## config.mk

```make
export PLATFORM = sky130hd
export DESIGN_NAME = auc_dbl_top
export DESIGN_NICKNAME = d
export VERILOG_FILES = /design/src/design/ecc_slot_pkg.sv /design/src/design/ecc_au_pkg.sv /design/src/design/auc_dbl_top.sv /design/src/design/dbl_sequencer.sv /design/src/design/dbl_step_rom.sv
export SDC_FILE = /design/constraint.sdc
export NUM_CORES = 1
export LEC_CHECK = 0
export ABC_AREA = 1
export BUFFER_PORTS_ARGS = -buffer_cell sky130_fd_sc_hd__buf_2
export CORE_AREA = 3 3 206 208
export DETAILED_ROUTE_END_ITERATION = 7
export DIE_AREA = 0 0 209 211
export GPL_TIMING_DRIVEN = 0
export PLACE_DENSITY = 0.55
export SLEW_MARGIN = 20
export SYNTH_ARGS = -nofsm -noshare
export SYNTH_HDL_FRONTEND = slang
export SYNTH_HIERARCHICAL = 1
export SYNTH_SLANG_ARGS = --single-unit
```

## constraint.sdc

```tcl
create_clock -name clk -period 5.85 [get_ports clk]
set_input_delay 0.2925 -clock clk [delete_from_list [all_inputs] [get_ports clk]]
set_output_delay 0.2925 -clock clk [all_outputs]
set_load 0.02 [all_outputs]
```

## src/design/ecc_slot_pkg.sv

```systemverilog
`default_nettype none

package ecc_slot_pkg;

    // ==============================
    // Scratch memory slots
    // ==============================

    localparam int SLOT_W = 3;

    // X, Y and Z are read at the start of a run and overwritten with X3, Y3, Z3
    typedef enum logic [SLOT_W-1:0] {
        slot_x  = 3'd0,     // X1 in, X3 out
        slot_y  = 3'd1,     // Y1 in, Y3 out
        slot_z  = 3'd2,     // Z1 in, Z3 out
        slot_t3 = 3'd3,
        slot_t4 = 3'd4,
        slot_t5 = 3'd5,
        slot_t6 = 3'd6,
        slot_t7 = 3'd7
    } slot_t;

    // ==============================
    // Program sequencing
    // ==============================

    localparam int DBL_STEPS = 19;

    typedef logic [$clog2(DBL_STEPS)-1:0] step_idx_t;   // 5 bits

endpackage

`default_nettype wire
```

## src/design/ecc_au_pkg.sv

```systemverilog
`default_nettype none

package ecc_au_pkg;

    import ecc_slot_pkg::*;

    // ==============================
    // Arithmetic unit requests
    // ==============================

    localparam int KONST_W = 4;

    typedef enum logic [1:0] {
        op_mul       = 2'd0,    // a * b mod p
        op_mul_const = 2'd1,    // a * konst mod p
        op_sub       = 2'd2     // a - b mod p
    } au_op_e;

    // Unit fetches both operands itself
    typedef struct packed {
        au_op_e             op;
        slot_t              src_a;
        slot_t              src_b;
        logic [KONST_W-1:0] konst;  // Multiplier for op_mul_const
    } au_req_t;

    // ==============================
    // Step table line
    // ==============================

    // Request plus the slot its result lands in
    typedef struct packed {
        au_req_t req;
        slot_t   dst;
    } step_t;

endpackage

`default_nettype wire

```

## src/design/auc_dbl_top.sv

```systemverilog
`default_nettype none

module auc_dbl_top #(
    parameter int WIDTH = 256
) (
    input  wire logic             clk,
    input  wire logic             rst,
    input  wire logic             en,

    // Arithmetic unit
    input  wire logic [WIDTH-1:0] au_dat,
    input  wire logic             au_vld,
    output ecc_au_pkg::au_req_t   au_req,
    output logic                  au_start,

    // Scratch memory write port
    output logic                  wen,
    output ecc_slot_pkg::slot_t   wadd,
    output logic [WIDTH-1:0]      wdat,

    output logic                  done
);

    import ecc_slot_pkg::*;
    import ecc_au_pkg::*;

    step_idx_t step_idx;
    step_t     step;

    // ==============================
    // Sequencer and program
    // ==============================

    dbl_sequencer #(
        .WIDTH    (WIDTH)
    ) u_seq (
        .clk      (clk),
        .rst      (rst),
        .en       (en),
        .step     (step),
        .step_idx (step_idx),
        .au_dat   (au_dat),
        .au_vld   (au_vld),
        .au_req   (au_req),
        .au_start (au_start),
        .wen      (wen),
        .wadd     (wadd),
        .wdat     (wdat),
        .done     (done)
    );

    dbl_step_rom u_rom (
        .step_idx (step_idx),
        .step     (step)
    );

endmodule

`default_nettype wire

```

## src/design/dbl_sequencer.sv

```systemverilog
`default_nettype none

module dbl_sequencer #(
    parameter int WIDTH = 256
) (
    input  wire logic                    clk,
    input  wire logic                    rst,
    input  wire logic                    en,

    // Step table
    input  wire ecc_au_pkg::step_t       step,
    output ecc_slot_pkg::step_idx_t      step_idx,

    // Arithmetic unit
    input  wire logic [WIDTH-1:0]        au_dat,
    input  wire logic                    au_vld,
    output ecc_au_pkg::au_req_t          au_req,
    output logic                         au_start,

    // Scratch memory write port
    output logic                         wen,
    output ecc_slot_pkg::slot_t          wadd,
    output logic [WIDTH-1:0]             wdat,

    output logic                         done
);

    import ecc_slot_pkg::*;

    typedef enum logic [1:0] {
        idle,
        issue,
        wait_au,
        write_back
    } seq_state_e;

    localparam step_idx_t LAST_STEP = step_idx_t'(DBL_STEPS - 1);

    seq_state_e       state;
    seq_state_e       state_nxt;
    logic             last_step;

    logic [WIDTH-1:0] res_q;    // Result held for the write cycle
    slot_t            dst_q;

    assign last_step = (step_idx == LAST_STEP);

    // ==============================
    // Run FSM
    // ==============================

    always_comb
    begin
        state_nxt = state;
        if (en)
        begin
            state_nxt = issue;  // Start, or drop the current run
        end
        else
        begin
            case (state)
                idle:
                begin
                    state_nxt = idle;
                end
                issue:
                begin
                    state_nxt = wait_au;
                end
                wait_au:
                begin
                    if (au_vld)
                        state_nxt = write_back;
                end
                write_back:
                begin
                    if (last_step)
                        state_nxt = idle;
                    else
                        state_nxt = issue;
                end
                default:
                begin
                    state_nxt = idle;
                end
            endcase
        end
    end

    always_ff @(posedge clk)
    begin
        if (rst)
            state <= idle;
        else
            state <= state_nxt;
    end

    // Step counter
    always_ff @(posedge clk)
    begin
        if (rst)
        begin
            step_idx <= '0;
        end
        else if (en)
        begin
            step_idx <= '0;
        end
        else if (state == write_back && !last_step)
        begin
            step_idx <= step_idx + 1'b1;
        end
    end

    // ==============================
    // Result capture
    // ==============================

    // au_vld outside wait_au has no request behind it
    always_ff @(posedge clk)
    begin
        if (state == wait_au && au_vld)
        begin
            res_q <= au_dat;
            dst_q <= step.dst;
        end
    end

    // ==============================
    // Outputs
    // ==============================

    assign au_req   = step.req;             // Step table is combinational
    assign au_start = (state == issue);

    assign wen      = (state == write_back);
    assign wadd     = dst_q;
    assign wdat     = res_q;

    assign done     = wen && last_step;     // With the Y3 write

endmodule

`default_nettype wire

```

## src/design/dbl_step_rom.sv

```systemverilog
`default_nettype none

module dbl_step_rom (
    input  wire ecc_slot_pkg::step_idx_t step_idx,
    output ecc_au_pkg::step_t            step
);

    import ecc_slot_pkg::*;
    import ecc_au_pkg::*;

    // Packs one program line
    function automatic step_t prog_line(
        input au_op_e             op,
        input slot_t              src_a,
        input slot_t              src_b,
        input logic [KONST_W-1:0] konst,
        input slot_t              dst
    );
        step_t line;
        line.req.op    = op;
        line.req.src_a = src_a;
        line.req.src_b = src_b;
        line.req.konst = konst;
        line.dst       = dst;
        return line;
    endfunction

    // ==============================
    // Doubling program, a = -3
    // ==============================

    always_comb
    begin
        case (step_idx)
            // M = 3(X1^2 - Z1^4)
            5'd0:
                step = prog_line(op_mul, slot_x, slot_x, 4'd0, slot_t3);        // X1^2
            5'd1:
                step = prog_line(op_mul_const, slot_t3, slot_t3, 4'd3, slot_t3);
            5'd2:
                step = prog_line(op_mul, slot_z, slot_z, 4'd0, slot_t4);        // Z1^2
            5'd3:
                step = prog_line(op_mul, slot_t4, slot_t4, 4'd0, slot_t4);      // Z1^4
            5'd4:
                step = prog_line(op_mul_const, slot_t4, slot_t4, 4'd3, slot_t4);
            5'd5:
                step = prog_line(op_sub, slot_t3, slot_t4, 4'd0, slot_t3);      // M
            // S and T
            5'd6:
                step = prog_line(op_mul, slot_y, slot_y, 4'd0, slot_t4);        // Y1^2
            5'd7:
                step = prog_line(op_mul, slot_x, slot_t4, 4'd0, slot_t5);
            5'd8:
                step = prog_line(op_mul, slot_t4, slot_t4, 4'd0, slot_t4);      // T
            5'd9:
                step = prog_line(op_mul_const, slot_t5, slot_t5, 4'd4, slot_t5); // S
            // X3 = M^2 - 2S
            5'd10:
                step = prog_line(op_mul, slot_t3, slot_t3, 4'd0, slot_t6);
            5'd11:
                step = prog_line(op_mul_const, slot_t5, slot_t5, 4'd2, slot_t7);
            5'd12:
                step = prog_line(op_sub, slot_t6, slot_t7, 4'd0, slot_x);       // X3
            // Z3 = 2 Y1 Z1, needs Y1 before it is overwritten
            5'd13:
                step = prog_line(op_mul, slot_y, slot_z, 4'd0, slot_z);
            5'd14:
                step = prog_line(op_mul_const, slot_z, slot_z, 4'd2, slot_z);   // Z3
            // Y3 = M(S - X3) - 8T
            5'd15:
                step = prog_line(op_mul_const, slot_t4, slot_t4, 4'd8, slot_t4);
            5'd16:
                step = prog_line(op_sub, slot_t5, slot_x, 4'd0, slot_t5);
            5'd17:
                step = prog_line(op_mul, slot_t3, slot_t5, 4'd0, slot_t5);
            5'd18:
                step = prog_line(op_sub, slot_t5, slot_t4, 4'd0, slot_y);       // Y3
            default:
                step = prog_line(op_mul, slot_x, slot_x, 4'd0, slot_t3);
        endcase
    end

endmodule

`default_nettype wire

```

== Word level (Yosys, flattened, before mapping) ==
Memories as Yosys holds them, arrays and structs flattened. A register that Yosys moved wholly into a read port is not among the register bits.
Index checks and enable logic that the tools add are counted.

* Input port bits: 260
* Register bits after elaboration: 266
* Logic and storage cells: 25
* Output and inout port bits: 274
* Memories: 1
* Memory bits (read-only): 480

* Reductions and logical operators: 6
* Equality and inequality tests: 6
* Multiplexer cells: 6
* Add/sub/neg operators: 1

{| class="wikitable"
|+ Memories
! memory !! words !! width !! read ports !! clocked after Yosys merged registers in !! write ports !! RTL line !! RTL
|-
| (no name shown) || 32 || 15 || 1 || 1 || 0 || dbl_step_rom.sv:34 || <nowiki>case (step_idx)</nowiki>
|}

{| class="wikitable"
|+ Operator list
! operator !! count
|-
| $mux 5 || 2
|-
| $pmux 2 s4 || 1
|-
| $add 5x1->5 const B || 1
|-
| $eq 5x5->1 const B || 1
|-
| $eq 2x2->1 const B || 2
|-
| $logic_and 1x1->1 || 3
|-
| $ne 3x3->1 const B || 1
|-
| $eq 2x1->1 const B || 1
|-
| $logic_not 2->1 || 1
|-
| $mux 1 || 2
|-
| $mux 2 || 1
|-
| $ne 2x2->1 const B || 1
|-
| $reduce_or 2->1 || 1
|-
| $logic_not 1->1 || 1
|}

== Depth between registers and ports, before layout ==
Gate-level depths: netlist of run 1.

* Word-level depth: 5
* Depth in mapped cells: 9

== Hierarchy ==
Netlist of run 1, hierarchy kept.

{| class="wikitable"
|+ By module, submodules not included
! module !! area each (um^2) !! cells each !! instances
|-
| dbl_sequencer || 8277.9 || 326 || 1
|-
| dbl_step_rom || 486.7 || 95 || 1
|}

== Worst setup path before layout of run 1 ==
OpenSTA, ideal clock, no wires.

* Kind: reg2reg
* Start point: register u_seq.state[0]
* End point: register u_seq.dst_q[0], in the netlist u_seq/wadd[0], enable pin
* Data arrival time: 5557 ps
* Buffers on the path: 0
* Clock period less this slack: 6167 ps
* Stages on the path, launching flop included: 5
* Required time: 5240 ps
* Setup slack: -317 ps
* Cells stage by stage: dfxtp_1 -> inv_1 -> ha_1 -> nand2_1 -> inv_1

* Longest elaborated chain between the ends: 2

{| class="wikitable"
|+ Ends and longest elaborated chain
! item !! RTL line !! RTL
|-
| start, declared || dbl_sequencer.sv:39 || <nowiki>seq_state_e state;</nowiki>
|-
| start signal, assigned || dbl_sequencer.sv:93 || <nowiki>state <= idle;</nowiki>
|-
| start signal, assigned || dbl_sequencer.sv:95 || <nowiki>state <= state_nxt;</nowiki>
|-
| $eq 2x2->1 || dbl_sequencer.sv:122 || <nowiki>if (state == wait_au && au_vld)</nowiki>
|-
| $logic_and 1x1->1 || dbl_sequencer.sv:122 ||
|-
| end signal, assigned || dbl_sequencer.sv:125 || <nowiki>dst_q <= step.dst;</nowiki>
|-
| end, declared || dbl_sequencer.sv:44 || <nowiki>slot_t dst_q;</nowiki>
|}

Every way passes these cells.
A chain may end at the register's enable or synchronous reset.

==> metrics.json, run 1 <==
{
  "post-layout-total-power": {"value": 4.381, "unit": "mW"},
  "area_overhead_vs_synth": {"value": 80.91, "unit": "%"},
  "crit_path_top_delay_cell": {"value": "sky130_fd_sc_hd__dfxtp_1"},
  "io_buffers": {"value": 533},
  "clockRootBuffer": {"value": "sky130_fd_sc_hd__clkbuf_16"},
  "crit_buf_inv": {"value": 4},
  "post_dp_cell_area": {"value": 0.01227, "unit": "mm²"},
  "effective_utilization_at_floorplan": {"value": 21.51, "unit": "%"},
  "drv_cap": {"value": 0},
  "outcome": {"value": "finished clean"},
  "stdcell_area": {"value": 0.01586, "unit": "mm²"},
  "rsz0062_at_grt": {"value": "false"},
  "ys_seq_elements": {"value": 266},
  "pin_count_of_the_biggest_net_entering_global_routing": {"value": 39},
  "setup.worst_path.class": {"value": "reg -> out"},
  "initial_antenna_violation_count": {"value": 2},
  "firstDrtPassIters": {"value": 4},
  "syn-cell-area": {"value": 0.008765, "unit": "mm²"},
  "timing.final.max_slew_violations": {"value": 0},
  "die_y": {"value": 211, "unit": "µm"},
  "cp_data_required_time": {"value": 5.56, "unit": "ns"},
  "finalCritPeriodShare": {"value": 50.60, "unit": "%"},
  "worst_setup_path_end_kind": {"value": "output pin"},
  "report.final.hold_viol_count": {"value": 0},
  "post-route-util": {"value": 38.92, "unit": "%"},
  "detail_route.iter0.violations": {"value": 339},
  "drcViolationCount": {"value": 0},
  "critPathMostFrequentCell": {"value": "sky130_fd_sc_hd__inv_1"},
  "clkSinkCount": {"value": 266},
  "critPathArrivalTime": {"value": 2.67, "unit": "ns"},
  "postCtsResizedCells": {"value": 0},
  "crit_chain": {"value": "inv_1, ha_1, inv_1, nor2_1, o21ai_0, o21ai_1, buf_4, buf_2"},
  "post-place-ws": {"value": 3.540, "unit": "ns"},
  "crit_path_max_incr_delay": {"value": 0.63, "unit": "ns"},
  "synth_area_per_cell": {"value": 20.82, "unit": "µm²"},
  "critPathTopFamily": {"value": "buffers and inverters"},
  "placeableCoreArea": {"value": 0.04074, "unit": "mm²"},
  "final.fill_count": {"value": 3852},
  "area.sequential": {"value": 0.007918, "unit": "mm²"},
  "via_per_inst": {"value": 3.879},
  "cts_buffers": {"value": 31},
  "syn_nets": {"value": 694},
  "power.ir.vdd_worst": {"value": 0.1668, "unit": "mV"},
  "synthesis.instances": {"value": 421},
  "ctsHtreeMaxLevel": {"value": 1},
  "track_usage": {"value": 13.62, "unit": "%"},
  "global_route_wire_length_before_repair": {"value": 46330, "unit": "µm"},
  "power_leakage": {"value": 6.627, "unit": "nW"},
  "multi_input_gate_area_in_the_final_layout": {"value": 659.4, "unit": "µm²"},
  "cts.reportedPaths.clkPinSlew": {"value": 0.05, "unit": "ns"},
  "post-route-worst-setup-slack": {"value": 2.890, "unit": "ns"},
  "min-delay-path-class": {"value": "in -> reg"},
  "final.min_clock_period": {"value": 2.960, "unit": "ns"},
  "clock_tree.buffer_depth": {"value": 3},
  "first_global_vias": {"value": 7523},
  "dpl.hpwl": {"value": 22980, "unit": "µm"},
  "final-setup-viol-count": {"value": 0},
  "grt.overflow.total": {"value": 0},
  "p_per_area": {"value": 276.3, "unit": "mW/mm²"},
  "ys.warnings.count": {"value": 6},
  "post_cts_buffers": {"value": 0},
  "drt-wirelength-per-cell": {"value": 17.82, "unit": "µm"},
  "timing.critical_path.from_type": {"value": "flip-flop"},
  "row_count": {"value": 74},
  "slew_headroom": {"value": 62.11, "unit": "%"},
  "detail-route-antenna-nets": {"value": 0},
  "clock-skew-final": {"value": 0.01065, "unit": "ns"},
  "cts_tree": {"value": "done"},
  "final_layout_size_suffix_gt1_share": {"value": 47.57, "unit": "%"},
  "synth.yosys.seq_area_share": {"value": 90.34, "unit": "%"},
  "clk_latency": {"value": 0.55, "unit": "ns"},
  "die-width": {"value": 209, "unit": "µm"},
  "cts_hold_buf": {"value": 257},
  "gp_routability_congestion": {"value": 0.8542},
  "vias": {"value": 7018},
  "synth.lib_cells_used.distinct": {"value": 22},
  "worst_pin_slew": {"value": 0.5671, "unit": "ns"},
  "max_clock_freq": {"value": 337.8, "unit": "MHz"},
  "finish.net_count": {"value": 1525},
  "design.die.area": {"value": 0.04410, "unit": "mm²"},
  "totalWireLength": {"value": 32240, "unit": "µm"},
  "timing.critical_path.fanout_max": {"value": 12},
  "design.portCount": {"value": 534}
}
-- cell families (layout without fill, tap and decap cells) --
logic type / count (synthesis) / in the layout / synth area share, %
adder cells (fa/ha/maj): 13 / 13 / 1.856
XOR/XNOR: 2 / 2 / 0.1999
buffers and inverters: 36 / 891 / 2.141
AO/OA/AOI/OAI: 18 / 18 / 1.099
other: 0 / 1 / 0
flip-flops: 266 / 266 / 90.34
AND/OR/NAND/NOR: 86 / 86 / 4.368
-- worst paths after layout --
path                                 endpoint                      startpoint  slack [ns]  cells past startpoint
setup reg to reg    u_seq/wdat[142]$_DFFE_PP_     u_seq/state[0]$_SDFFE_PP0P_        3.53                      7
hold / removal    u_seq/state[0]$_SDFFE_PP0P_                              en        0.05                      3
setup / recovery                    au_req[1]  u_seq/step_idx[1]$_SDFFE_PP0P_        2.89                      8
hold reg to reg   u_seq/state[0]$_SDFFE_PP0P_     u_seq/state[0]$_SDFFE_PP0P_        0.52                      2
-- state kept, by name (all words and copies together) (netlist names) --
| register | count |
|---|---|
| u_seq/state | 2 |
| u_seq/step_idx | 5 |
| u_seq/wadd | 3 |
| u_seq/wdat | 256 |
-- stage by stage --
stage | cells | setup TNS, ns | hold WS [ns]
global placement | 1486 | -264.31 | 0.4671
floorplan | 421 | 0 | 0.3616
detailed placement | 1494 | 0 | 0.4683
finish | 1809 | 0 | 0.05001
CTS | 1808 | 0 | 0.01261
global route | 1809 | 0 | 0.04115
-- per-layer routing --
layer / wire length, µm / track usage [%]
met4: 1180 / 5.681
met1: 12490 / 16.07
met5: 11 / 0
met2: 16330 / 23.87
met3: 2233 / 3.297
-- cell type report --
| cell class | instances | area share [%] |
|---|---|---|
| flip-flops and latches | 266 | 49.93 |
| repair buffers | 798 | 34.10 |
| inverters | 22 | 0.5445 |
| well taps | 532 | 4.198 |
| plain buffers | 14 | 0.6628 |
| clock inverters | 19 | 1.326 |
| multi-input cells | 119 | 4.158 |
| diodes | 1 | 0.01578 |
| clock buffers | 38 | 5.058 |
-- layout by cell type, fill, tap and decap left out, types with 13 or more instances in the layout --
cell type                       Yosys  final
sky130_fd_sc_hd__buf_2              0    533
sky130_fd_sc_hd__edfxtp_1         259    259
sky130_fd_sc_hd__dlygate4sd3_1      0    257
sky130_fd_sc_hd__nand2_1           42     42
sky130_fd_sc_hd__clkbuf_16          0     31
sky130_fd_sc_hd__nand3_1           20     20
sky130_fd_sc_hd__inv_1             20     19
sky130_fd_sc_hd__nor2_1            16     16
sky130_fd_sc_hd__buf_4             14     14
sky130_fd_sc_hd__ha_1              13     13
-- synth_stat cells --
library cell / instances / area [µm²]
sky130_fd_sc_hd__a31oi_1: 1 / 6.260
sky130_fd_sc_hd__inv_2: 2 / 7.510
sky130_fd_sc_hd__nor2_4: 1 / 11.26
sky130_fd_sc_hd__buf_4: 14 / 105.1
sky130_fd_sc_hd__a21oi_1: 5 / 25.02
sky130_fd_sc_hd__o21ai_1: 5 / 25.02
sky130_fd_sc_hd__nor3_1: 1 / 5.000
sky130_fd_sc_hd__nand2_1: 42 / 157.7
sky130_fd_sc_hd__o21ai_0: 5 / 25.02
sky130_fd_sc_hd__ha_1: 13 / 162.7
sky130_fd_sc_hd__nor2_1: 16 / 60.06
sky130_fd_sc_hd__and2_1: 1 / 6.260
sky130_fd_sc_hd__dfxtp_1: 7 / 140.1
sky130_fd_sc_hd__edfxtp_1: 259 / 7777
sky130_fd_sc_hd__nor2_2: 1 / 6.260
sky130_fd_sc_hd__nand3b_1: 1 / 7.510
sky130_fd_sc_hd__xor2_1: 2 / 17.52
sky130_fd_sc_hd__nand4_1: 1 / 6.260
sky130_fd_sc_hd__nand3_1: 20 / 100.1
sky130_fd_sc_hd__nand2_4: 2 / 22.52
sky130_fd_sc_hd__inv_1: 20 / 75.07
sky130_fd_sc_hd__o211ai_1: 2 / 15.01
-- report_power, final --
| part | switching (mW) | internal [mW] | total [mW] |
|---|---|---|---|
| logic | 0.129 | 0.197 | 0.325 |
| clock network | 0.770 | 1.15 | 1.92 |
| registers | 0.00832 | 2.12 | 2.13 |
-- worst register-to-register path, delay by kind of cell (launching register included) --
kind,cells,cell delay [ns]
adders and majority gates,1,0.21
and+or+nand+nor,1,0.11
buffers and inverters,5,1.35
DFF,1,0.38
Note: power is estimated with default switching activity, not from simulation.
==> run 2: changes to the inputs <==
Settings changed: ABC_AREA 1 to 0, CORE_AREA 3 3 206 208 to 3 3 209 211, DIE_AREA 0 0 209 211 to 0 0 212 214, PLACE_DENSITY 0.55 to 0.53.
Clock period 5.85 ns to 3 ns, I/O delays scaled along.
==> metrics.json, run 2 <==
{
  "outcome": {"value": "finished clean", "change": "unchanged"},
  "pin_count_of_the_biggest_net_entering_global_routing": {"value": 58, "change": "was 39"},
  "syn_nets": {"value": 671, "change": "was 694"},
  "cp_data_required_time": {"value": 2.85, "unit": "ns", "change": "was 5.56 ns"},
  "clock_tree.buffer_depth": {"value": 3, "change": "unchanged"},
  "grt.overflow.total": {"value": 0, "change": "unchanged"},
  "syn-cell-area": {"value": 0.008853, "unit": "mm²", "change": "was 0.008765 mm²"},
  "synthFlopType": {"value": "sky130_fd_sc_hd__edfxtp_1", "change": "unchanged"},
  "setup.worst_path.class": {"value": "reg -> out", "change": "unchanged"},
  "critPathTopFamily": {"value": "buffers and inverters", "change": "unchanged"},
  "synth.yosys.seq_area_share": {"value": 89.43, "unit": "%", "change": "was 90.34%"},
  "synth.lib_cells_used.distinct": {"value": 45, "change": "was 22"},
  "timing.critical_path.from_type": {"value": "flip-flop", "change": "unchanged"},
  "post_dp_cell_area": {"value": 0.01233, "unit": "mm²", "change": "was 0.01227 mm²"},
  "drt-wirelength-per-cell": {"value": 17.16, "unit": "µm", "change": "was 17.82 µm"},
  "ff2ff_setup_slack": {"value": 0.86, "unit": "ns", "change": "was 3.53 ns"},
  "final.min_clock_period": {"value": 2.818, "unit": "ns"},
  "clock-skew-final": {"value": 0.007187, "unit": "ns", "change": "was 0.01065 ns"},
  "worstReg2RegStart": {"value": "u_seq/state[1]$_SDFFE_PP0P_", "change": "was u_seq/state[0]$_SDFFE_PP0P_"},
  "timing.critical_path.fanout_max": {"value": 10, "change": "was 12"},
  "aggregate_negative_setup_slack": {"value": 0, "unit": "ns", "change": "unchanged"},
  "pwr-share-seq": {"value": 49.6, "unit": "%", "change": "was 48.7%"},
  "post-route-worst-setup-slack": {"value": 0.1822, "unit": "ns", "change": "was 2.890 ns"},
  "synth_area_per_cell": {"value": 22.24, "unit": "µm²", "change": "was 20.82 µm²"},
  "instances_no_fill": {"value": 1790, "change": "was 1809"},
  "p_per_area": {"value": 529.6, "unit": "mW/mm²", "change": "was 276.3 mW/mm²"},
  "first_global_vias": {"value": 7538, "change": "was 7523"},
  "vias": {"value": 6909, "change": "was 7018"},
  "dp_cells": {"value": 1475, "change": "was 1494"},
  "leading_cell_type_in_the_layout_fill_and_taps_excluded": {"value": "sky130_fd_sc_hd__buf_2", "change": "unchanged"},
  "yosys.cell_count.top_type": {"value": "sky130_fd_sc_hd__edfxtp_1", "change": "unchanged"},
  "rsz0062_at_grt": {"value": "false", "change": "unchanged"},
  "yosys-top-cells-count": {"value": "sky130_fd_sc_hd__edfxtp_1 (259), sky130_fd_sc_hd__nand2_1 (14), sky130_fd_sc_hd__buf_4 (13), sky130_fd_sc_hd__ha_1 (13)", "change": "was sky130_fd_sc_hd__edfxtp_1 (259), sky130_fd_sc_hd__nand2_1 (42), sky130_fd_sc_hd__inv_1 (20), sky130_fd_sc_hd__nand3_1 (20), sky130_fd_sc_hd__nor2_1 (16)"},
  "p_sw": {"value": 1.729, "unit": "mW", "change": "was 0.9075 mW"},
  "power_frac_clock": {"value": 42.5, "unit": "%", "change": "was 43.9%"},
  "finish.net_count": {"value": 1501, "change": "was 1525"},
  "yosys.area.top_type": {"value": "sky130_fd_sc_hd__edfxtp_1", "change": "unchanged"},
  "largest_register_ffs": {"value": 256, "change": "unchanged"},
  "global_route_wire_length_before_repair": {"value": 44810, "unit": "µm", "change": "was 46330 µm"},
  "crit_path_start": {"value": "u_seq/step_idx[1]$_SDFFE_PP0P_", "change": "unchanged"},
  "ys.warnings.count": {"value": 6, "change": "unchanged"},
  "worstHoldStart": {"value": "au_dat[231]", "change": "was en"},
  "finalCritPeriodShare": {"value": 93.93, "unit": "%"},
  "gp_routability_congestion": {"value": 0.8621, "change": "was 0.8542"},
  "detail_route.iter0.violations": {"value": 349, "change": "was 339"},
  "cts.reportedPaths.clkPinSlew": {"value": 0.06, "unit": "ns", "change": "was 0.05 ns"},
  "final_layout_size_suffix_gt1_share": {"value": 48.44, "unit": "%", "change": "was 47.57%"},
  "post-layout-total-power": {"value": 8.418, "unit": "mW", "change": "was 4.381 mW"},
  "max_clock_freq": {"value": 354.9, "unit": "MHz"},
  "slew_headroom": {"value": 74.41, "unit": "%", "change": "was 62.11%"},
  "report.final.hold_viol_count": {"value": 0, "change": "unchanged"},
  "cell_internal_pwr": {"value": 6.689, "unit": "mW", "change": "was 3.474 mW"},
  "crit_path_top_delay_cell": {"value": "sky130_fd_sc_hd__dfxtp_1", "change": "unchanged"},
  "cts_tree": {"value": "done", "change": "unchanged"},
  "placeableCoreArea": {"value": 0.04195, "unit": "mm²", "change": "was 0.04074 mm²"},
  "dpl.hpwl": {"value": 21570, "unit": "µm", "change": "was 22980 µm"},
  "initial_antenna_violation_count": {"value": 5, "change": "was 2"},
  "layout_common_cells": {"value": "sky130_fd_sc_hd__buf_2 (536), sky130_fd_sc_hd__dlygate4sd3_1 (260), sky130_fd_sc_hd__edfxtp_1 (259), sky130_fd_sc_hd__clkbuf_16 (31), sky130_fd_sc_hd__nand2_1 (14)", "change": "was sky130_fd_sc_hd__buf_2 (533), sky130_fd_sc_hd__edfxtp_1 (259), sky130_fd_sc_hd__dlygate4sd3_1 (257), sky130_fd_sc_hd__nand2_1 (42), sky130_fd_sc_hd__clkbuf_16 (31)"},
  "cts_buffers": {"value": 30, "change": "was 31"},
  "firstDrtPassIters": {"value": 4, "change": "unchanged"},
  "synthDominantCellAreaShare": {"value": 87.85, "unit": "%", "change": "was 88.74%"},
  "die_y": {"value": 214, "unit": "µm", "change": "was 211 µm"},
  "design.die.area": {"value": 0.04537, "unit": "mm²", "change": "was 0.04410 mm²"},
  "clockRootBuffer": {"value": "sky130_fd_sc_hd__clkbuf_16", "change": "unchanged"},
  "pwr-share-comb": {"value": 7.9, "unit": "%", "change": "was 7.4%"},
  "power_leakage": {"value": 6.540, "unit": "nW", "change": "was 6.627 nW"},
  "stdcell_area": {"value": 0.01589, "unit": "mm²", "change": "was 0.01586 mm²"},
  "crit_buf_inv": {"value": 5, "change": "was 4"},
  "crit_chain": {"value": "buf_6, inv_1, ha_1, inv_1, o211a_1, o32ai_2, buf_4, buf_2", "change": "was inv_1, ha_1, inv_1, nor2_1, o21ai_0, o21ai_1, buf_4, buf_2"},
  "synth_top_cells_by_area": {"value": "sky130_fd_sc_hd__edfxtp_1 (88%), sky130_fd_sc_hd__ha_1 (1.8%), sky130_fd_sc_hd__dfxtp_1 (1.6%)", "change": "was sky130_fd_sc_hd__edfxtp_1 (89%), sky130_fd_sc_hd__ha_1 (1.9%), sky130_fd_sc_hd__nand2_1 (1.8%)"},
  "io_buffers": {"value": 533, "change": "unchanged"},
  "final-setup-viol-count": {"value": 0, "change": "unchanged"},
  "synthesis.instances": {"value": 398, "change": "was 421"},
  "switching_share": {"value": 20.54, "unit": "%", "change": "was 20.71%"},
  "critPathArrivalTime": {"value": 2.67, "unit": "ns", "change": "about the same"},
  "effective_utilization_at_floorplan": {"value": 21.11, "unit": "%", "change": "was 21.51%"},
  "worst_pin_slew": {"value": 0.3742, "unit": "ns", "change": "was 0.5671 ns"},
  "crit_path_max_incr_delay": {"value": 0.53, "unit": "ns", "change": "was 0.63 ns"},
  "die-width": {"value": 212, "unit": "µm", "change": "was 209 µm"},
  "timing.final.max_slew_violations": {"value": 0, "change": "unchanged"},
  "totalWireLength": {"value": 30710, "unit": "µm", "change": "was 32240 µm"},
  "power.ir.vdd_worst": {"value": 0.3518, "unit": "mV", "change": "was 0.1668 mV"},
  "clk_latency": {"value": 0.54, "unit": "ns", "change": "was 0.55 ns"},
  "clkSinkCount": {"value": 266, "change": "unchanged"},
  "drv_cap": {"value": 0, "change": "unchanged"},
  "detail-route-antenna-nets": {"value": 0, "change": "unchanged"},
  "critPathMostFrequentCell": {"value": "sky130_fd_sc_hd__inv_1", "change": "unchanged"},
  "drcViolationCount": {"value": 0, "change": "unchanged"},
  "synth-edff-count": {"value": 259, "change": "unchanged"},
  "min-delay-path-class": {"value": "in -> reg", "change": "unchanged"},
  "post_cts_buffers": {"value": 0, "change": "unchanged"},
  "via_per_inst": {"value": 3.860, "change": "was 3.879"},
  "worst_setup_path_end_kind": {"value": "output pin", "change": "unchanged"},
  "post-place-ws": {"value": 0.6113, "unit": "ns", "change": "was 3.540 ns"},
  "ys_seq_elements": {"value": 266, "change": "unchanged"},
  "area_overhead_vs_synth": {"value": 79.52, "unit": "%", "change": "was 80.91%"},
  "design.portCount": {"value": 534, "change": "unchanged"},
  "track_usage": {"value": 12.75, "unit": "%", "change": "was 13.62%"},
  "synthArstFlopShare": {"value": 0, "unit": "%", "change": "unchanged"},
  "row_count": {"value": 75, "change": "was 74"},
  "ctsHtreeMaxLevel": {"value": 1, "change": "unchanged"}
}
[run 2: cell types whose count changed in the layout (fill, tap and decap cells not counted), moves of 4 or more]
cell | before | now
sky130_fd_sc_hd__nand2_1 | 42 | 14
sky130_fd_sc_hd__nand3_1 | 20 | 0
sky130_fd_sc_hd__inv_1 | 19 | 8
sky130_fd_sc_hd__nor2_1 | 16 | 8
sky130_fd_sc_hd__nand2b_1 | 0 | 7
sky130_fd_sc_hd__buf_12 | 7 | 1
sky130_fd_sc_hd__nor2b_1 | 0 | 6
sky130_fd_sc_hd__mux2i_1 | 0 | 4
[run 2: worst paths after layout]
| check | to | cells after the start |
|---|---|---|
| max | au_req[8] | 8 |
| min | u_seq/wdat[231]$_DFFE_PP_ | 2 |
| max reg2reg | u_seq/wdat[220]$_DFFE_PP_ | 5 |
| min reg2reg | u_seq/step_idx[0]$_SDFFE_PP0P_ | 2 |
[run 2: cell type report]
| class | instances | area (µm²) |
|---|---|---|
| fillers | 3933 | 26050 |
| flip-flops and latches | 266 | 7919 |
| repair buffers | 798 | 5400 |
| clock buffers | 39 | 805.8 |
| multi-input cells | 104 | 758.2 |
| well taps | 539 | 674.4 |
| clock inverters | 14 | 151.4 |
| plain buffers | 19 | 146.4 |
| inverters | 9 | 33.78 |
| diodes | 2 | 5.005 |
[run 2: routing by layer]
metal	part of all wire [%]	vias up	track usage, %
li1	-	3212	-
met1	38	3321	14.41
met2	51	310	22.92
met3	8.7	62	3.822
met4	2.5	4	3.996
met5	0.068	-	0
[run 2: repair_timing]
action	CTS	global route
endpoints found under the hold margin	263	0
gates resized for setup	0	1
hold buffers	260	0
setup endpoints to repair	0	3
[run 2: through the flow]
step	util, %	hold WS [ns]
2_1_floorplan	-	0.2221
3_3_place_gp	29.08	0.3265
3_5_place_dp	29.39	0.3281
4_1_cts	37.88	0.2625
5_1_grt	37.89	0.2838
6_report	37.89	0.3033
[run 2: cell families after synthesis]
group	synth area share, %
compound gates	3.137
xor+xnor	0.1979
fa+ha+maj	1.837
buf+inv	2.035
flops	89.43
mux	0.5794
simple gates	2.784
[run 2: power by group through the flow]
stage | Clock [mW] | Combinational, mW | Sequential, mW
after floorplan | 0 | 0.0447 | 4.33
after global placement | 0 | 0.365 | 4.26
after detailed placement | 0 | 0.386 | 4.25
after CTS | 3.71 | 0.669 | 4.17
after global routing | 3.86 | 0.716 | 4.18
final | 3.57 | 0.668 | 4.17
==> run 3: changes to the inputs <==
Settings changed: BUFFER_PORTS_ARGS -buffer_cell sky130_fd_sc_hd__buf_2 to -buffer_cell sky130_fd_sc_hd__clkbuf_2, CTS_BUF_LIST from default to sky130_fd_sc_hd__clkbuf_8 sky130_fd_sc_hd__clkbuf_16.
==> metrics.json, run 3 (synthesis gave the netlist of run 2 again) <==
{
  "outcome": {"value": "finished clean", "change": "unchanged"},
  "via_per_inst": {"value": 3.830, "change": "was 3.860"},
  "critPathArrivalTime": {"value": 2.67, "unit": "ns", "change": "about the same"},
  "totalWireLength": {"value": 30600, "unit": "µm", "change": "was 30710 µm"},
  "design.die.area": {"value": 0.04537, "unit": "mm²", "change": "unchanged"},
  "dp_cells": {"value": 1475, "change": "unchanged"},
  "worst_setup_path_end_kind": {"value": "output pin", "change": "unchanged"},
  "finish.net_count": {"value": 1501, "change": "unchanged"},
  "post-route-util": {"value": 37.89, "unit": "%", "change": "about the same"},
  "crit_path_start": {"value": "u_seq/step_idx[1]$_SDFFE_PP0P_", "change": "unchanged"},
  "firstDrtPassIters": {"value": 7, "change": "was 4"},
  "die_y": {"value": 214, "unit": "µm", "change": "unchanged"},
  "critPathTopFamily": {"value": "buffers and inverters", "change": "unchanged"},
  "die-width": {"value": 212, "unit": "µm", "change": "unchanged"},
  "gp_routability_congestion": {"value": 0.8633, "change": "was 0.8621"},
  "cts_tree": {"value": "done", "change": "unchanged"},
  "setup.worst_path.class": {"value": "reg -> out", "change": "unchanged"},
  "clockRootBuffer": {"value": "sky130_fd_sc_hd__clkbuf_16", "change": "unchanged"},
  "crit_buf_inv": {"value": 5, "change": "unchanged"},
  "post-layout-total-power": {"value": 8.388, "unit": "mW", "change": "was 8.418 mW"},
  "worst_r2r_path_depth": {"value": 5, "change": "unchanged"},
  "final.fill_count": {"value": 3975, "change": "was 3933"},
  "timing.final.max_slew_violations": {"value": 0, "change": "unchanged"},
  "track_usage": {"value": 12.89, "unit": "%", "change": "was 12.75%"},
  "finalCritPeriodShare": {"value": 93.84, "unit": "%", "change": "was 93.93%"},
  "power_leakage": {"value": 6.676, "unit": "nW", "change": "was 6.540 nW"},
  "pin_count_of_the_biggest_net_entering_global_routing": {"value": 61, "change": "was 58"},
  "max_clock_freq": {"value": 355.2, "unit": "MHz", "change": "was 354.9 MHz"},
  "power.ir.vdd_worst": {"value": 0.3527, "unit": "mV", "change": "was 0.3518 mV"},
  "drt-wirelength-per-cell": {"value": 17.08, "unit": "µm", "change": "was 17.16 µm"},
  "p_per_area": {"value": 527.8, "unit": "mW/mm²", "change": "was 529.6 mW/mm²"},
  "dpl.hpwl": {"value": 21510, "unit": "µm", "change": "was 21570 µm"},
  "crit_cells": {"value": 8, "change": "unchanged"},
  "vias": {"value": 6864, "change": "was 6909"},
  "detail_route.iter0.violations": {"value": 379, "change": "was 349"},
  "instances_no_fill": {"value": 1792, "change": "was 1790"},
  "cts_buffers": {"value": 30, "change": "unchanged"},
  "leading_cell_type_in_the_layout_fill_and_taps_excluded": {"value": "sky130_fd_sc_hd__clkbuf_2", "change": "was sky130_fd_sc_hd__buf_2"},
  "cts.reportedPaths.clkPinSlew": {"value": 0.06, "unit": "ns", "change": "about the same"},
  "crit_path_top_delay_cell": {"value": "sky130_fd_sc_hd__dfxtp_1", "change": "unchanged"},
  "design.portCount": {"value": 534, "change": "unchanged"},
  "effective_utilization_at_floorplan": {"value": 21.11, "unit": "%", "change": "unchanged"},
  "grt.overflow.total": {"value": 0, "change": "unchanged"},
  "crit_chain": {"value": "buf_6, inv_1, ha_1, inv_1, o211a_1, o32ai_2, buf_4, clkbuf_2", "change": "was buf_6, inv_1, ha_1, inv_1, o211a_1, o32ai_2, buf_4, buf_2"},
  "post_cts_buffers": {"value": 0, "change": "unchanged"},
  "timing.critical_path.fanout_max": {"value": 10, "change": "unchanged"},
  "rsz0062_at_grt": {"value": "false", "change": "unchanged"},
  "area_overhead_vs_synth": {"value": 79.51, "unit": "%", "change": "was 79.52%"},
  "critPathMostFrequentCell": {"value": "sky130_fd_sc_hd__inv_1", "change": "unchanged"},
  "holdPathEnd": {"value": "u_seq/wdat[81]$_DFFE_PP_", "change": "was u_seq/wdat[231]$_DFFE_PP_"},
  "layout_common_cells": {"value": "sky130_fd_sc_hd__clkbuf_2 (533), sky130_fd_sc_hd__dlygate4sd3_1 (260), sky130_fd_sc_hd__edfxtp_1 (259), sky130_fd_sc_hd__clkbuf_16 (31), sky130_fd_sc_hd__nand2_1 (14)", "change": "was sky130_fd_sc_hd__buf_2 (536), sky130_fd_sc_hd__dlygate4sd3_1 (260), sky130_fd_sc_hd__edfxtp_1 (259), sky130_fd_sc_hd__clkbuf_16 (31), sky130_fd_sc_hd__nand2_1 (14)"},
  "slew_headroom": {"value": 57.37, "unit": "%", "change": "was 74.41%"},
  "clock_tree.buffer_depth": {"value": 3, "change": "unchanged"},
  "first_global_vias": {"value": 7559, "change": "was 7538"},
  "ff2ff_setup_slack": {"value": 0.56, "unit": "ns", "change": "was 0.86 ns"},
  "initial_antenna_violation_count": {"value": 5, "change": "unchanged"},
  "global_route_wire_length_before_repair": {"value": 45260, "unit": "µm", "change": "was 44810 µm"},
  "final.min_clock_period": {"value": 2.815, "unit": "ns", "change": "was 2.818 ns"},
  "largest_register_ffs": {"value": 256, "change": "unchanged"},
  "row_count": {"value": 75, "change": "unchanged"},
  "drv_cap": {"value": 0, "change": "unchanged"},
  "crit_path_max_incr_delay": {"value": 0.53, "unit": "ns", "change": "about the same"},
  "clk_latency": {"value": 0.55, "unit": "ns", "change": "was 0.54 ns"},
  "placeableCoreArea": {"value": 0.04195, "unit": "mm²", "change": "unchanged"},
  "final-setup-viol-count": {"value": 0, "change": "unchanged"},
  "detail-route-antenna-nets": {"value": 0, "change": "unchanged"},
  "worstHoldStart": {"value": "au_dat[81]", "change": "was au_dat[231]"},
  "worstReg2RegStart": {"value": "u_seq/state[1]$_SDFFE_PP0P_", "change": "unchanged"},
  "timing.critical_path.from_type": {"value": "flip-flop", "change": "unchanged"},
  "worst_pin_slew": {"value": 0.6395, "unit": "ns", "change": "was 0.3742 ns"},
  "drcViolationCount": {"value": 0, "change": "unchanged"},
  "critical_path.reg2reg.endpoint": {"value": "u_seq/wdat[87]$_DFFE_PP_", "change": "was u_seq/wdat[220]$_DFFE_PP_"},
  "io_buffers": {"value": 533, "change": "unchanged"},
  "report.final.hold_viol_count": {"value": 0, "change": "unchanged"},
  "cp_data_required_time": {"value": 2.85, "unit": "ns", "change": "about the same"},
  "min-delay-path-class": {"value": "in -> reg", "change": "unchanged"},
  "ctsHtreeMaxLevel": {"value": 1, "change": "unchanged"},
  "final_layout_size_suffix_gt1_share": {"value": 48.96, "unit": "%", "change": "was 48.44%"},
  "clkSinkCount": {"value": 266, "change": "unchanged"},
  "clock-skew-final": {"value": 0.009582, "unit": "ns", "change": "was 0.007187 ns"},
  "hold_path_depth": {"value": 2, "change": "unchanged"}
}
[run 3: final cells by class]
| cell class | instances | area, µm² | share of cell area [%] |
|---|---|---|---|
| Inverter | 9 | 33.78 | 0.2126 |
| Buffer | 19 | 146.4 | 0.9211 |
| Clock buffer | 31 | 775.7 | 4.881 |
| Sequential cell | 266 | 7919 | 49.83 |
| Antenna cell | 1 | 2.502 | 0.01575 |
| Timing Repair Buffer | 798 | 5400 | 33.98 |
| Tap cell | 539 | 674.4 | 4.243 |
| Multi-Input combinational cell | 104 | 758.2 | 4.771 |
| Clock inverter | 25 | 182.7 | 1.149 |
[run 3: worst register-to-register path: stages, from the launching register on]
cell and delay [ns]:
sky130_fd_sc_hd__dfxtp_1 0.40, sky130_fd_sc_hd__ha_1 0.20, sky130_fd_sc_hd__and2_4 0.55, sky130_fd_sc_hd__buf_16 0.31, sky130_fd_sc_hd__buf_16 0.31, sky130_fd_sc_hd__buf_16 0.29
[run 3: power breakdown]
| part | switching [mW] | total (mW) | internal, mW |
|---|---|---|---|
| sequential | 0.0206 | 4.18 | 4.16 |
| combinational | 0.277 | 0.668 | 0.391 |
| clock | 1.49 | 3.54 | 2.05 |
[run 3: how the worst max path moves through the flow]
| stage | end | slack [ns] |
|---|---|---|
| after global placement | u_seq/wdat[0]$_DFFE_PP_ | -0.67 |
| after detailed placement | u_seq/wdat[212]$_DFFE_PP_ | 0.55 |
| after global routing | au_req[8] | 0.02 |
| final | au_req[8] | 0.18 |
| after CTS | au_req[8] | 0.13 |
| after floorplan | u_seq/wadd[0]$_DFFE_PP_ | 0.19 |
[run 3: timing repair]
| action | CTS | global route |
|---|---|---|
| endpoints found under the setup margin | 1 | 0 |
| hold buffers | 260 | 0 |
| hold endpoints to repair | 263 | 0 |
| gates resized for setup | 1 | 0 |
[run 3: metal layers]
layer | share of wire (%) | track usage [%] | wire length (µm)
met1 | 37 | 14.22 | 11260
met2 | 51 | 23.32 | 15750
met4 | 2.7 | 3.974 | 826
met5 | 0.069 | 0 | 21
met3 | 9.0 | 4.247 | 2740
[run 3: metrics by stage]
step	hold WS [ns]	instance area, µm²	worst slack (ns)	TNS, ns
final	0.3104	15890	0.1847	0
after global routing	0.2783	15890	0.02216	0
after CTS	0.2634	15890	0.1289	0
after detailed placement	0.3286	12330	0.5486	0
after global placement	0.3268	12200	-0.6690	-165.89
after floorplan	0.2221	8856	0.1921	0
